<file path="src/ahbl_mon_pkg.sv">
// ==================================================
// shared widths, rule codes, limits and APB register
// map for the two-port AHB-Lite monitor.
// ==================================================
`default_nettype none

package ahbl_mon_pkg;

	// bus widths.
	localparam int ADDR_W     = 32;
	localparam int DATA_W     = 32;
	localparam int APB_ADDR_W = 8;

	// ==================================================
	// rule codes, lowest number has priority.
	// ==================================================
	localparam int RULE_W = 3;

	localparam logic [RULE_W-1:0] RULE_NONE           = 3'd0;
	localparam logic [RULE_W-1:0] RULE_ADDR_UNSTABLE  = 3'd1;
	localparam logic [RULE_W-1:0] RULE_SEQ_AFTER_IDLE = 3'd2;
	localparam logic [RULE_W-1:0] RULE_MISALIGNED     = 3'd3;
	localparam logic [RULE_W-1:0] RULE_BAD_SIZE       = 3'd4;
	localparam logic [RULE_W-1:0] RULE_WDATA_UNSTABLE = 3'd5;
	localparam logic [RULE_W-1:0] RULE_STALL_LIMIT    = 3'd6;
	localparam logic [RULE_W-1:0] RULE_ERR_RESP       = 3'd7;

	// htrans encodings.
	localparam logic [1:0] HTRANS_IDLE   = 2'd0;
	localparam logic [1:0] HTRANS_BUSY   = 2'd1;
	localparam logic [1:0] HTRANS_NONSEQ = 2'd2;
	localparam logic [1:0] HTRANS_SEQ    = 2'd3;

	localparam logic [2:0] HSIZE_WORD = 3'd2; // widest legal hsize.

	// limits and derived widths.
	localparam int MAX_BUS_STALL = 8;
	localparam int STALL_W       = $clog2(MAX_BUS_STALL + 2);
	localparam int FIFO_DEPTH    = 4;
	localparam int FIFO_PTR_W    = $clog2(FIFO_DEPTH);
	localparam int FIFO_CNT_W    = $clog2(FIFO_DEPTH + 1);
	localparam int REC_W         = RULE_W + ADDR_W;
	localparam int DROP_W        = 8;

	// ==================================================
	// APB register offsets.
	// ==================================================
	localparam logic [APB_ADDR_W-1:0] REG_STATUS = 8'h00;
	localparam logic [APB_ADDR_W-1:0] REG_I_RULE = 8'h04;
	localparam logic [APB_ADDR_W-1:0] REG_I_ADDR = 8'h08;
	localparam logic [APB_ADDR_W-1:0] REG_I_POP  = 8'h0C;
	localparam logic [APB_ADDR_W-1:0] REG_D_RULE = 8'h10;
	localparam logic [APB_ADDR_W-1:0] REG_D_ADDR = 8'h14;
	localparam logic [APB_ADDR_W-1:0] REG_D_POP  = 8'h18;
	localparam logic [APB_ADDR_W-1:0] REG_DROPS  = 8'h1C;

endpackage

`default_nettype wire
</file>
<file path="src/ahbl_port_monitor.sv">
// ==================================================
// two-port AHB-Lite monitor top with rule checkers,
// violation FIFOs and the APB register block.
// ==================================================
`default_nettype none

module ahbl_port_monitor
	import ahbl_mon_pkg::*;
(
	input  wire                   clk,
	input  wire                   i_rst_n,

	// instruction port, observed only.
	input  wire  [ADDR_W-1:0]     i_i_haddr,
	input  wire  [1:0]            i_i_htrans,
	input  wire  [2:0]            i_i_hsize,
	input  wire                   i_i_hwrite,
	input  wire  [DATA_W-1:0]     i_i_hwdata,
	input  wire                   i_i_hready,
	input  wire                   i_i_hresp,

	// data port, observed only.
	input  wire  [ADDR_W-1:0]     i_d_haddr,
	input  wire  [1:0]            i_d_htrans,
	input  wire  [2:0]            i_d_hsize,
	input  wire                   i_d_hwrite,
	input  wire  [DATA_W-1:0]     i_d_hwdata,
	input  wire                   i_d_hready,
	input  wire                   i_d_hresp,

	// APB slave.
	input  wire                   i_psel,
	input  wire                   i_penable,
	input  wire                   i_pwrite,
	input  wire  [APB_ADDR_W-1:0] i_paddr,
	input  wire  [DATA_W-1:0]     i_pwdata,
	output logic [DATA_W-1:0]     o_prdata,
	output logic                  o_pready,
	output logic                  o_pslverr,

	output logic                  o_violation
);

	logic              ichk_push, dchk_push;
	logic [RULE_W-1:0] ichk_rule, dchk_rule;
	logic [ADDR_W-1:0] ichk_addr, dchk_addr;

	logic              ififo_ne, dfifo_ne;
	logic [RULE_W-1:0] ififo_rule, dfifo_rule;
	logic [ADDR_W-1:0] ififo_addr, dfifo_addr;
	logic [DROP_W-1:0] ififo_drops, dfifo_drops;
	logic              ipop, dpop;

	assign o_violation = ififo_ne || dfifo_ne;

	// ==================================================
	// instruction port.
	// ==================================================
	ahbl_rule_checker u_i_checker (
		.clk(clk), .i_rst_n(i_rst_n),
		.i_haddr(i_i_haddr), .i_htrans(i_i_htrans), .i_hsize(i_i_hsize),
		.i_hwrite(i_i_hwrite), .i_hwdata(i_i_hwdata),
		.i_hready(i_i_hready), .i_hresp(i_i_hresp),
		.o_push(ichk_push), .o_rule(ichk_rule), .o_addr(ichk_addr)
	);

	violation_fifo u_i_fifo (
		.clk(clk), .i_rst_n(i_rst_n),
		.i_push(ichk_push), .i_rule(ichk_rule), .i_addr(ichk_addr), .i_pop(ipop),
		.o_not_empty(ififo_ne), .o_rule(ififo_rule), .o_addr(ififo_addr),
		.o_drops(ififo_drops)
	);

	// ==================================================
	// data port.
	// ==================================================
	ahbl_rule_checker u_d_checker (
		.clk(clk), .i_rst_n(i_rst_n),
		.i_haddr(i_d_haddr), .i_htrans(i_d_htrans), .i_hsize(i_d_hsize),
		.i_hwrite(i_d_hwrite), .i_hwdata(i_d_hwdata),
		.i_hready(i_d_hready), .i_hresp(i_d_hresp),
		.o_push(dchk_push), .o_rule(dchk_rule), .o_addr(dchk_addr)
	);

	violation_fifo u_d_fifo (
		.clk(clk), .i_rst_n(i_rst_n),
		.i_push(dchk_push), .i_rule(dchk_rule), .i_addr(dchk_addr), .i_pop(dpop),
		.o_not_empty(dfifo_ne), .o_rule(dfifo_rule), .o_addr(dfifo_addr),
		.o_drops(dfifo_drops)
	);

	apb_violation_regs u_regs (
		.clk(clk), .i_rst_n(i_rst_n),
		.i_psel(i_psel), .i_penable(i_penable), .i_pwrite(i_pwrite),
		.i_paddr(i_paddr), .i_pwdata(i_pwdata),
		.o_prdata(o_prdata), .o_pready(o_pready), .o_pslverr(o_pslverr),
		.i_i_not_empty(ififo_ne), .i_i_rule(ififo_rule), .i_i_addr(ififo_addr),
		.i_i_drops(ififo_drops), .o_i_pop(ipop),
		.i_d_not_empty(dfifo_ne), .i_d_rule(dfifo_rule), .i_d_addr(dfifo_addr),
		.i_d_drops(dfifo_drops), .o_d_pop(dpop)
	);

endmodule

`default_nettype wire

</file>
<file path="src/apb_violation_regs.sv">
// ==================================================
// APB register block to read status and drop counts
// and to peek and pop both violation FIFOs.
// ==================================================
`default_nettype none

module apb_violation_regs
	import ahbl_mon_pkg::*;
(
	input  wire                   clk,
	input  wire                   i_rst_n,

	// APB slave.
	input  wire                   i_psel,
	input  wire                   i_penable,
	input  wire                   i_pwrite,
	input  wire  [APB_ADDR_W-1:0] i_paddr,
	input  wire  [DATA_W-1:0]     i_pwdata,
	output logic [DATA_W-1:0]     o_prdata,
	output logic                  o_pready,
	output logic                  o_pslverr,

	// i port FIFO.
	input  wire                   i_i_not_empty,
	input  wire  [RULE_W-1:0]     i_i_rule,
	input  wire  [ADDR_W-1:0]     i_i_addr,
	input  wire  [DROP_W-1:0]     i_i_drops,
	output logic                  o_i_pop,

	// d port FIFO.
	input  wire                   i_d_not_empty,
	input  wire  [RULE_W-1:0]     i_d_rule,
	input  wire  [ADDR_W-1:0]     i_d_addr,
	input  wire  [DROP_W-1:0]     i_d_drops,
	output logic                  o_d_pop
);

	logic              access;
	logic              mapped;
	logic              is_pop;     // pop offsets are write-only.
	logic [DATA_W-1:0] rd_data;
	logic              pop_req;

	assign access = i_psel && i_penable;

	// ==================================================
	// address decode.
	// ==================================================
	always_comb begin
		rd_data = '0;
		mapped  = 1'b1;
		is_pop  = 1'b0;
		case (i_paddr)
			REG_STATUS: rd_data = DATA_W'({i_d_not_empty, i_i_not_empty});
			REG_I_RULE: rd_data = DATA_W'(i_i_rule);
			REG_I_ADDR: rd_data = DATA_W'(i_i_addr);
			REG_I_POP:  is_pop  = 1'b1;
			REG_D_RULE: rd_data = DATA_W'(i_d_rule);
			REG_D_ADDR: rd_data = DATA_W'(i_d_addr);
			REG_D_POP:  is_pop  = 1'b1;
			REG_DROPS:  rd_data = DATA_W'({i_d_drops, i_i_drops});
			default:    mapped  = 1'b0;
		endcase
	end

	assign o_pready  = 1'b1; // no wait states.
	assign o_prdata  = (access && !i_pwrite) ? rd_data : '0;
	assign o_pslverr = access && (!mapped || (i_pwrite != is_pop));

	// a pop needs bit 0 of the write data set.
	assign pop_req = access && i_pwrite && i_pwdata[0];
	assign o_i_pop = pop_req && (i_paddr == REG_I_POP);
	assign o_d_pop = pop_req && (i_paddr == REG_D_POP);

endmodule

`default_nettype wire

</file>
<file path="src/violation_fifo.sv">
// ==================================================
// violation record FIFO for one port, with a
// saturating count of records dropped when full.
// ==================================================
`default_nettype none

module violation_fifo
	import ahbl_mon_pkg::*;
(
	input  wire               clk,
	input  wire               i_rst_n,
	input  wire               i_push,
	input  wire  [RULE_W-1:0] i_rule,
	input  wire  [ADDR_W-1:0] i_addr,
	input  wire               i_pop,
	output logic              o_not_empty,
	output logic [RULE_W-1:0] o_rule,
	output logic [ADDR_W-1:0] o_addr,
	output logic [DROP_W-1:0] o_drops
);

	logic [REC_W-1:0]      mem [FIFO_DEPTH];
	logic [FIFO_PTR_W-1:0] wr_ptr;
	logic [FIFO_PTR_W-1:0] rd_ptr;
	logic [FIFO_CNT_W-1:0] count;
	logic                  full;
	logic                  do_push;
	logic                  do_pop;

	assign full        = (count == FIFO_CNT_W'(FIFO_DEPTH));
	assign o_not_empty = (count != '0);
	assign do_push     = i_push && !full;
	assign do_pop      = i_pop && o_not_empty; // pop while empty is ignored.

	assign {o_rule, o_addr} = mem[rd_ptr];

	always_ff @(posedge clk) begin
		if (do_push) begin
			mem[wr_ptr] <= {i_rule, i_addr};
		end
	end

	always_ff @(posedge clk or negedge i_rst_n) begin
		if (!i_rst_n) begin
			wr_ptr  <= '0;
			rd_ptr  <= '0;
			count   <= '0;
			o_drops <= '0;
		end else begin
			if (do_push) wr_ptr <= wr_ptr + 1'b1;
			if (do_pop)  rd_ptr <= rd_ptr + 1'b1;
			case ({do_push, do_pop})
				2'b10:   count <= count + 1'b1;
				2'b01:   count <= count - 1'b1;
				default: count <= count;
			endcase
			if (i_push && full && (o_drops != {DROP_W{1'b1}})) begin
				o_drops <= o_drops + 1'b1;
			end
		end
	end

endmodule

`default_nettype wire

</file>
<file path="src/ahbl_rule_checker.sv">
// ==================================================
// passive rule checker for one AHB-Lite manager port.
// emits at most one violation record per cycle.
// ==================================================
`default_nettype none

module ahbl_rule_checker
	import ahbl_mon_pkg::*;
(
	input  wire               clk,
	input  wire               i_rst_n,
	input  wire  [ADDR_W-1:0] i_haddr,
	input  wire  [1:0]        i_htrans,
	input  wire  [2:0]        i_hsize,
	input  wire               i_hwrite,
	input  wire  [DATA_W-1:0] i_hwdata,
	input  wire               i_hready,
	input  wire               i_hresp,
	output logic              o_push,
	output logic [RULE_W-1:0] o_rule,
	output logic [ADDR_W-1:0] o_addr
);

	// history from the previous edge.
	logic [ADDR_W-1:0]  prev_haddr;
	logic [1:0]         prev_htrans;
	logic [2:0]         prev_hsize;
	logic               prev_hwrite;
	logic               prev_hready;
	logic [DATA_W-1:0]  prev_hwdata;

	// transfer currently in its data phase.
	logic               dp_active;
	logic               dp_write;
	logic [ADDR_W-1:0]  dp_addr;

	logic [STALL_W-1:0] stall_cnt;
	logic               err_phase; // first error cycle seen last edge.

	logic               cur_active;
	logic               prev_active;
	logic               accept;
	logic               addr_wait;
	logic               addr_changed;
	logic [ADDR_W-1:0]  size_mask;
	logic               r1, r2, r3, r4, r5, r6, r7;

	assign cur_active  = (i_htrans != HTRANS_IDLE) && (i_htrans != HTRANS_BUSY);
	assign prev_active = (prev_htrans != HTRANS_IDLE) && (prev_htrans != HTRANS_BUSY);
	assign accept      = cur_active && i_hready;

	// a pending transfer was stalled, so its address phase must hold.
	assign addr_wait    = !prev_hready && prev_active && !err_phase;
	assign addr_changed = (i_haddr != prev_haddr) || (i_htrans != prev_htrans) ||
		(i_hsize != prev_hsize) || (i_hwrite != prev_hwrite);

	assign size_mask = ~({ADDR_W{1'b1}} << i_hsize);

	// ==================================================
	// rule flags.
	// ==================================================
	assign r1 = addr_wait && addr_changed;
	assign r2 = (i_htrans == HTRANS_SEQ) && (prev_htrans == HTRANS_IDLE);
	assign r3 = accept && |(i_haddr & size_mask);
	assign r4 = accept && (i_hsize > HSIZE_WORD);
	assign r5 = dp_active && dp_write && !prev_hready && (i_hwdata != prev_hwdata);
	assign r6 = !i_hready && (stall_cnt == STALL_W'(MAX_BUS_STALL));
	assign r7 = (i_hresp && i_hready && !err_phase) ||
		(err_phase && !(i_hresp && i_hready)); // one-phase or broken second phase.

	always_comb begin
		o_push = 1'b1;
		o_addr = i_haddr;
		if (r1) begin
			o_rule = RULE_ADDR_UNSTABLE;
		end else if (r2) begin
			o_rule = RULE_SEQ_AFTER_IDLE;
		end else if (r3) begin
			o_rule = RULE_MISALIGNED;
		end else if (r4) begin
			o_rule = RULE_BAD_SIZE;
		end else if (r5) begin
			o_rule = RULE_WDATA_UNSTABLE;
			o_addr = dp_addr; // report the write being stalled.
		end else if (r6) begin
			o_rule = RULE_STALL_LIMIT;
		end else if (r7) begin
			o_rule = RULE_ERR_RESP;
		end else begin
			o_push = 1'b0;
			o_rule = RULE_NONE;
		end
	end

	// ==================================================
	// history registers.
	// ==================================================
	always_ff @(posedge clk or negedge i_rst_n) begin
		if (!i_rst_n) begin
			prev_htrans <= HTRANS_IDLE;
			prev_hready <= 1'b1;
			dp_active   <= 1'b0;
			stall_cnt   <= '0;
			err_phase   <= 1'b0;
		end else begin
			prev_htrans <= i_htrans;
			prev_hready <= i_hready;
			err_phase   <= i_hresp && !i_hready;
			if (i_hready) begin
				dp_active <= cur_active;
			end
			if (i_hready) begin
				stall_cnt <= '0;
			end else if (stall_cnt != STALL_W'(MAX_BUS_STALL + 1)) begin
				stall_cnt <= stall_cnt + 1'b1; // saturates so rule 6 fires once.
			end
		end
	end

	always_ff @(posedge clk) begin
		prev_haddr  <= i_haddr;
		prev_hsize  <= i_hsize;
		prev_hwrite <= i_hwrite;
		prev_hwdata <= i_hwdata;
		if (accept) begin
			dp_addr  <= i_haddr;
			dp_write <= i_hwrite;
		end
	end

endmodule

`default_nettype wire

</file>
<file path="config.mk">
export PLATFORM = sky130hd
export DESIGN_NAME = ahbl_port_monitor
export DESIGN_NICKNAME = d
export VERILOG_FILES = /design/src/ahbl_mon_pkg.sv /design/src/ahbl_port_monitor.sv /design/src/apb_violation_regs.sv /design/src/violation_fifo.sv /design/src/ahbl_rule_checker.sv
export SDC_FILE = /design/constraint.sdc
export NUM_CORES = 1
export LEC_CHECK = 0
export BUFFER_PORTS_ARGS = -buffer_cell sky130_fd_sc_hd__buf_2
export CORE_MARGIN = 4
export CORE_UTILIZATION = 50
export CTS_BUF_LIST = sky130_fd_sc_hd__clkbuf_4
export DETAILED_ROUTE_END_ITERATION = 8
export GPL_TIMING_DRIVEN = 0
export PLACE_DENSITY = 0.7
export SLEW_MARGIN = 20
export SYNTH_ARGS = -nofsm -noshare
export SYNTH_HDL_FRONTEND = slang
export SYNTH_SLANG_ARGS = --single-unit
</file>
<file path="constraint.sdc">
create_clock -name clk -period 8.5 [get_ports clk]
set_input_delay 0.85 -clock clk [delete_from_list [all_inputs] [get_ports clk]]
set_output_delay 0.85 -clock clk [all_outputs]
set_load 0.02 [all_outputs]
</file>
==> results by group <==
Status
  – Outcome: completed

Routing
  – WL/cell: 20.51 um
  – Vias per inst: 5.390
  – Drt pass-1 iters: 6
  – Routed wire length: 45300 um
  – Vias: 11910
  – Remaining routing DRC violations: 0
  – Detail Route Antenna Nets: 0
  – Initial DRC count: 1005

Pwr
  – Total power draw: 0.006606 W
  – PD cells: 274.7 mW/mm2
  – Leak Pwr: 8.764 nW
  – Max rail drop VDD: 0.1679 mV

Final layout
  – Fillers: 3111
  – P&R area growth vs syn: 17.32%
  – Share of layout cells above drive strength 1: 34.74%
  – Layout Cells excl Fill: 2209
  – Final #Nets: 1788
  – Final Core Density: 59.97%

Synth
  – Yosys top cell area share: 50.70%
  – Commonest cells in the netlist: edfxtp_1 (346), dfxtp_1 (136), xor2_1 (96), xnor2_1 (78), mux4_2 (70)
  – Adder-cell share of the synthesized area: 1.294%
  – Largest family of logic cells by synthesized area: multiplexers
  – Post-synthesis mux area share: 11.58%
  – Ys async rst share: 9.057%
  – Syn_nets: 1453
  – Distinct cell type count after synthesis: 53
  – Post-synthesis compound-gate area fraction: 3.480%
  – Dominant cell type by area after synthesis: edfxtp_1
  – Yosys warns: 0
  – Ranking of synthesized cells by area: edfxtp_1 (51%), dfxtp_1 (13%), mux4_2 (7.7%)
  – #FFs+latches synth: 530
  – Post-synthesis cell count: 1244
  – Synth Area in XOR/XNOR: 7.436%
  – EDFF count, synth: 346
  – Mapped cell area: 0.02049 mm2
  – Top FF cell, synth: edfxtp_1
  – Seq/Total Area, Yosys: 69.85%
  – Post-Synth Simple-Gate Area: 4.976%
  – Most numerous cell in the Yosys netlist: edfxtp_1
  – Syn Area/Cell: 16.47 um2

Setup path
  – WP data arrival: 3.56 ns
  – Crit Path Category: in2out
  – Worst reg2reg path startpoint: u_i_checker.prev_haddr[25]$_DFF_P_
  – Startpoint Class: input port
  – CP Capture Type: output pin
  – Reg2reg path depth: 13
  – Largest fanout on the critical path: 10
  – Reg-to-Reg End: u_i_fifo.count[2]$_DFFE_PN0P_
  – Reg2reg setup slack: 4.80 ns
  – Required time worst endpoint: 7.65 ns

Clock tree
  – CTS root buf: clkbuf_4
  – Post-CTS sizing: 0
  – Htree depth: 4
  – CTS Buf Count: 134
  – Clock insertion delay at the later pin of the skew report: 0.81 ns
  – Longest Clk Path Bufs: 3
  – TritonCTS clock tree: yes
  – Clock sink count: 530
  – Clock Pin Slew Worst Setup and Hold Paths: 0.06 ns
  – Post-CTS setup buffers: 0
  – Hold_buf cts: 0

STA
  – Slew margin rel.: 32.62%
  – Final min period: 4.414 ns
  – Final WS setup: 4.086 ns
  – Final Hold Fails: 0
  – Period utilization: 51.93%
  – RSZ-0062 raised after global routing: false
  – Slew @ Worst Pin: 1.011 ns
  – Final Setup Violations: 0
  – Pins Over Slew Limit: 0
  – Clock Skew: 0.03978 ns
  – Sum Neg Setup Slack: 0 ns
  – Fmax: 0.2266 GHz

Run
  – Maxcap violations: 0

Global route
  – Largest net degree at the start of global routing: 49
  – Initial antenna violation count: 2
  – GRT overflow: 0
  – GRT Overall Usage: 20.53%
  – Vias in the first global route: 12260
  – First-pass GRT wire length: 69560 um

Placed design
  – Cell count after placement: 1968
  – Placed wire-length estimate: 31640 um
  – Port bufs: 191
  – Gpl congestion: 0.9103
  – Pre-CTS WS: 3.957 ns

Min path
  – Hold Crit Class: in2async

Floorplan
  – Die height: 210.5 um
  – Initial core utilization: 51.11%
  – Site Rows: 73
  – I/O pin cnt: 224
  – Core box area: 0.04010 mm2
  – Horiz. Die Dim: 210.5 um
  – DIE AREA: 0.04429 mm2
-- layout by cell type (no fill, tap or decap), types with 16 or more instances in the layout --
cell	count
o21ai_0	19
edfxtp_1	346
buf_2	194
a22oi_1	34
a21oi_1	34
dfxtp_1	136
clkbuf_1	19
mux2_2	62
clkbuf_4	211
nand2_1	53
xor2_1	96
nand3_1	17
ha_1	18
xnor2_1	78
clkinv_1	16
dfrtp_1	46
nor4_1	25
nor2_1	43
nand4_1	25
mux4_2	70
inv_1	22
-- through the flow --
step                      hold slack (ns)  instance area, um2
after floorplan                    0.4570               20490
after global placement             0.4771               22110
after detailed placement           0.4872               22290
after CTS                         0.04555               24030
after global routing              0.09318               24040
final                             0.09626               24040
-- critical path, cell delays in order --
cell and delay, ns:
buf_2 0.10, nor3_1 0.57, nand3_1 0.22, nor2_1 0.54, clkbuf_1 0.46, a22oi_1 0.20, a21oi_1 0.38, buf_2 0.24
-- state kept, by name, summed over array words and instances (netlist names), 3 cells and up --
register	cells
u_i_fifo.count	3
u_d_fifo.o_drops	8
u_i_checker.stall_cnt	4
u_d_fifo.mem	140
u_i_checker.prev_hwdata	32
u_i_checker.dp_addr	32
u_i_checker.prev_hsize	3
u_i_checker.prev_haddr	32
u_d_checker.prev_hsize	3
u_d_checker.prev_haddr	32
u_d_fifo.count	3
u_d_checker.prev_hwdata	32
u_i_fifo.mem	140
u_i_fifo.o_drops	8
u_d_checker.dp_addr	32
u_d_checker.stall_cnt	4
-- cell type report --
| cell class | instances | area (um2) | area share, % |
|---|---|---|---|
| Antenna cell | 3 | 7.507 | 0.03122 |
| Buffer | 39 | 190.2 | 0.7910 |
| Clock buffer | 211 | 1584 | 6.588 |
| Clock inverter | 27 | 155.1 | 0.6453 |
| Inverter | 24 | 90.09 | 0.3747 |
| Multi-Input combinational cell | 651 | 5918 | 24.61 |
| Sequential cell | 530 | 14320 | 59.54 |
| Tap cell | 525 | 656.9 | 2.732 |
| Timing Repair Buffer | 199 | 1126 | 4.683 |
-- kinds of logic (layout without fill, tap and decap cells) --
family | count (synthesis) | in the layout
DFF | 530 | 530
muxes | 141 | 141
other | 1 | 4
buffers and inverters | 63 | 500
adders and majority gates | 20 | 20
AOI/OAI and AO/OA | 111 | 111
xor gates and xnor gates | 174 | 174
and+or+nand+nor | 204 | 204
-- layer usage --
metal | vias to the layer above | share of wire, % | GRT usage, %
li1 | 5471 | - | -
met1 | 5910 | 42 | 28.19
met2 | 462 | 48 | 32.31
met3 | 63 | 8.5 | 5.730
met4 | 0 | 1.6 | 6.595
met5 | - | 0 | 0
-- how the worst max path moves through the flow --
stage	from	end	slack, ns	cells past startpoint
5_1_grt	i_paddr[5]	o_prdata[5]	3.90	8
3_3_place_gp	i_d_hready	u_d_fifo.mem[3][26]$_DFFE_PP_	2.90	10
6_report	i_paddr[5]	o_prdata[11]	4.09	8
3_5_place_dp	i_d_hwdata[31]	u_d_fifo.count[2]$_DFFE_PN0P_	3.96	14
2_1_floorplan	i_d_hready	u_d_fifo.mem[0][0]$_DFFE_PP_	4.33	9
4_1_cts	u_d_fifo.rd_ptr[0]$_DFFE_PN0P_	o_prdata[8]	4.12	6
-- power by group --
| part | total (W) | switching (W) | internal [W] |
|---|---|---|---|
| clock network | 0.00216 | 0.000972 | 0.00118 |
| logic | 0.000955 | 0.000585 | 0.000371 |
| registers | 0.00349 | 0.000166 | 0.00333 |
(Power assumes the default switching activity.)
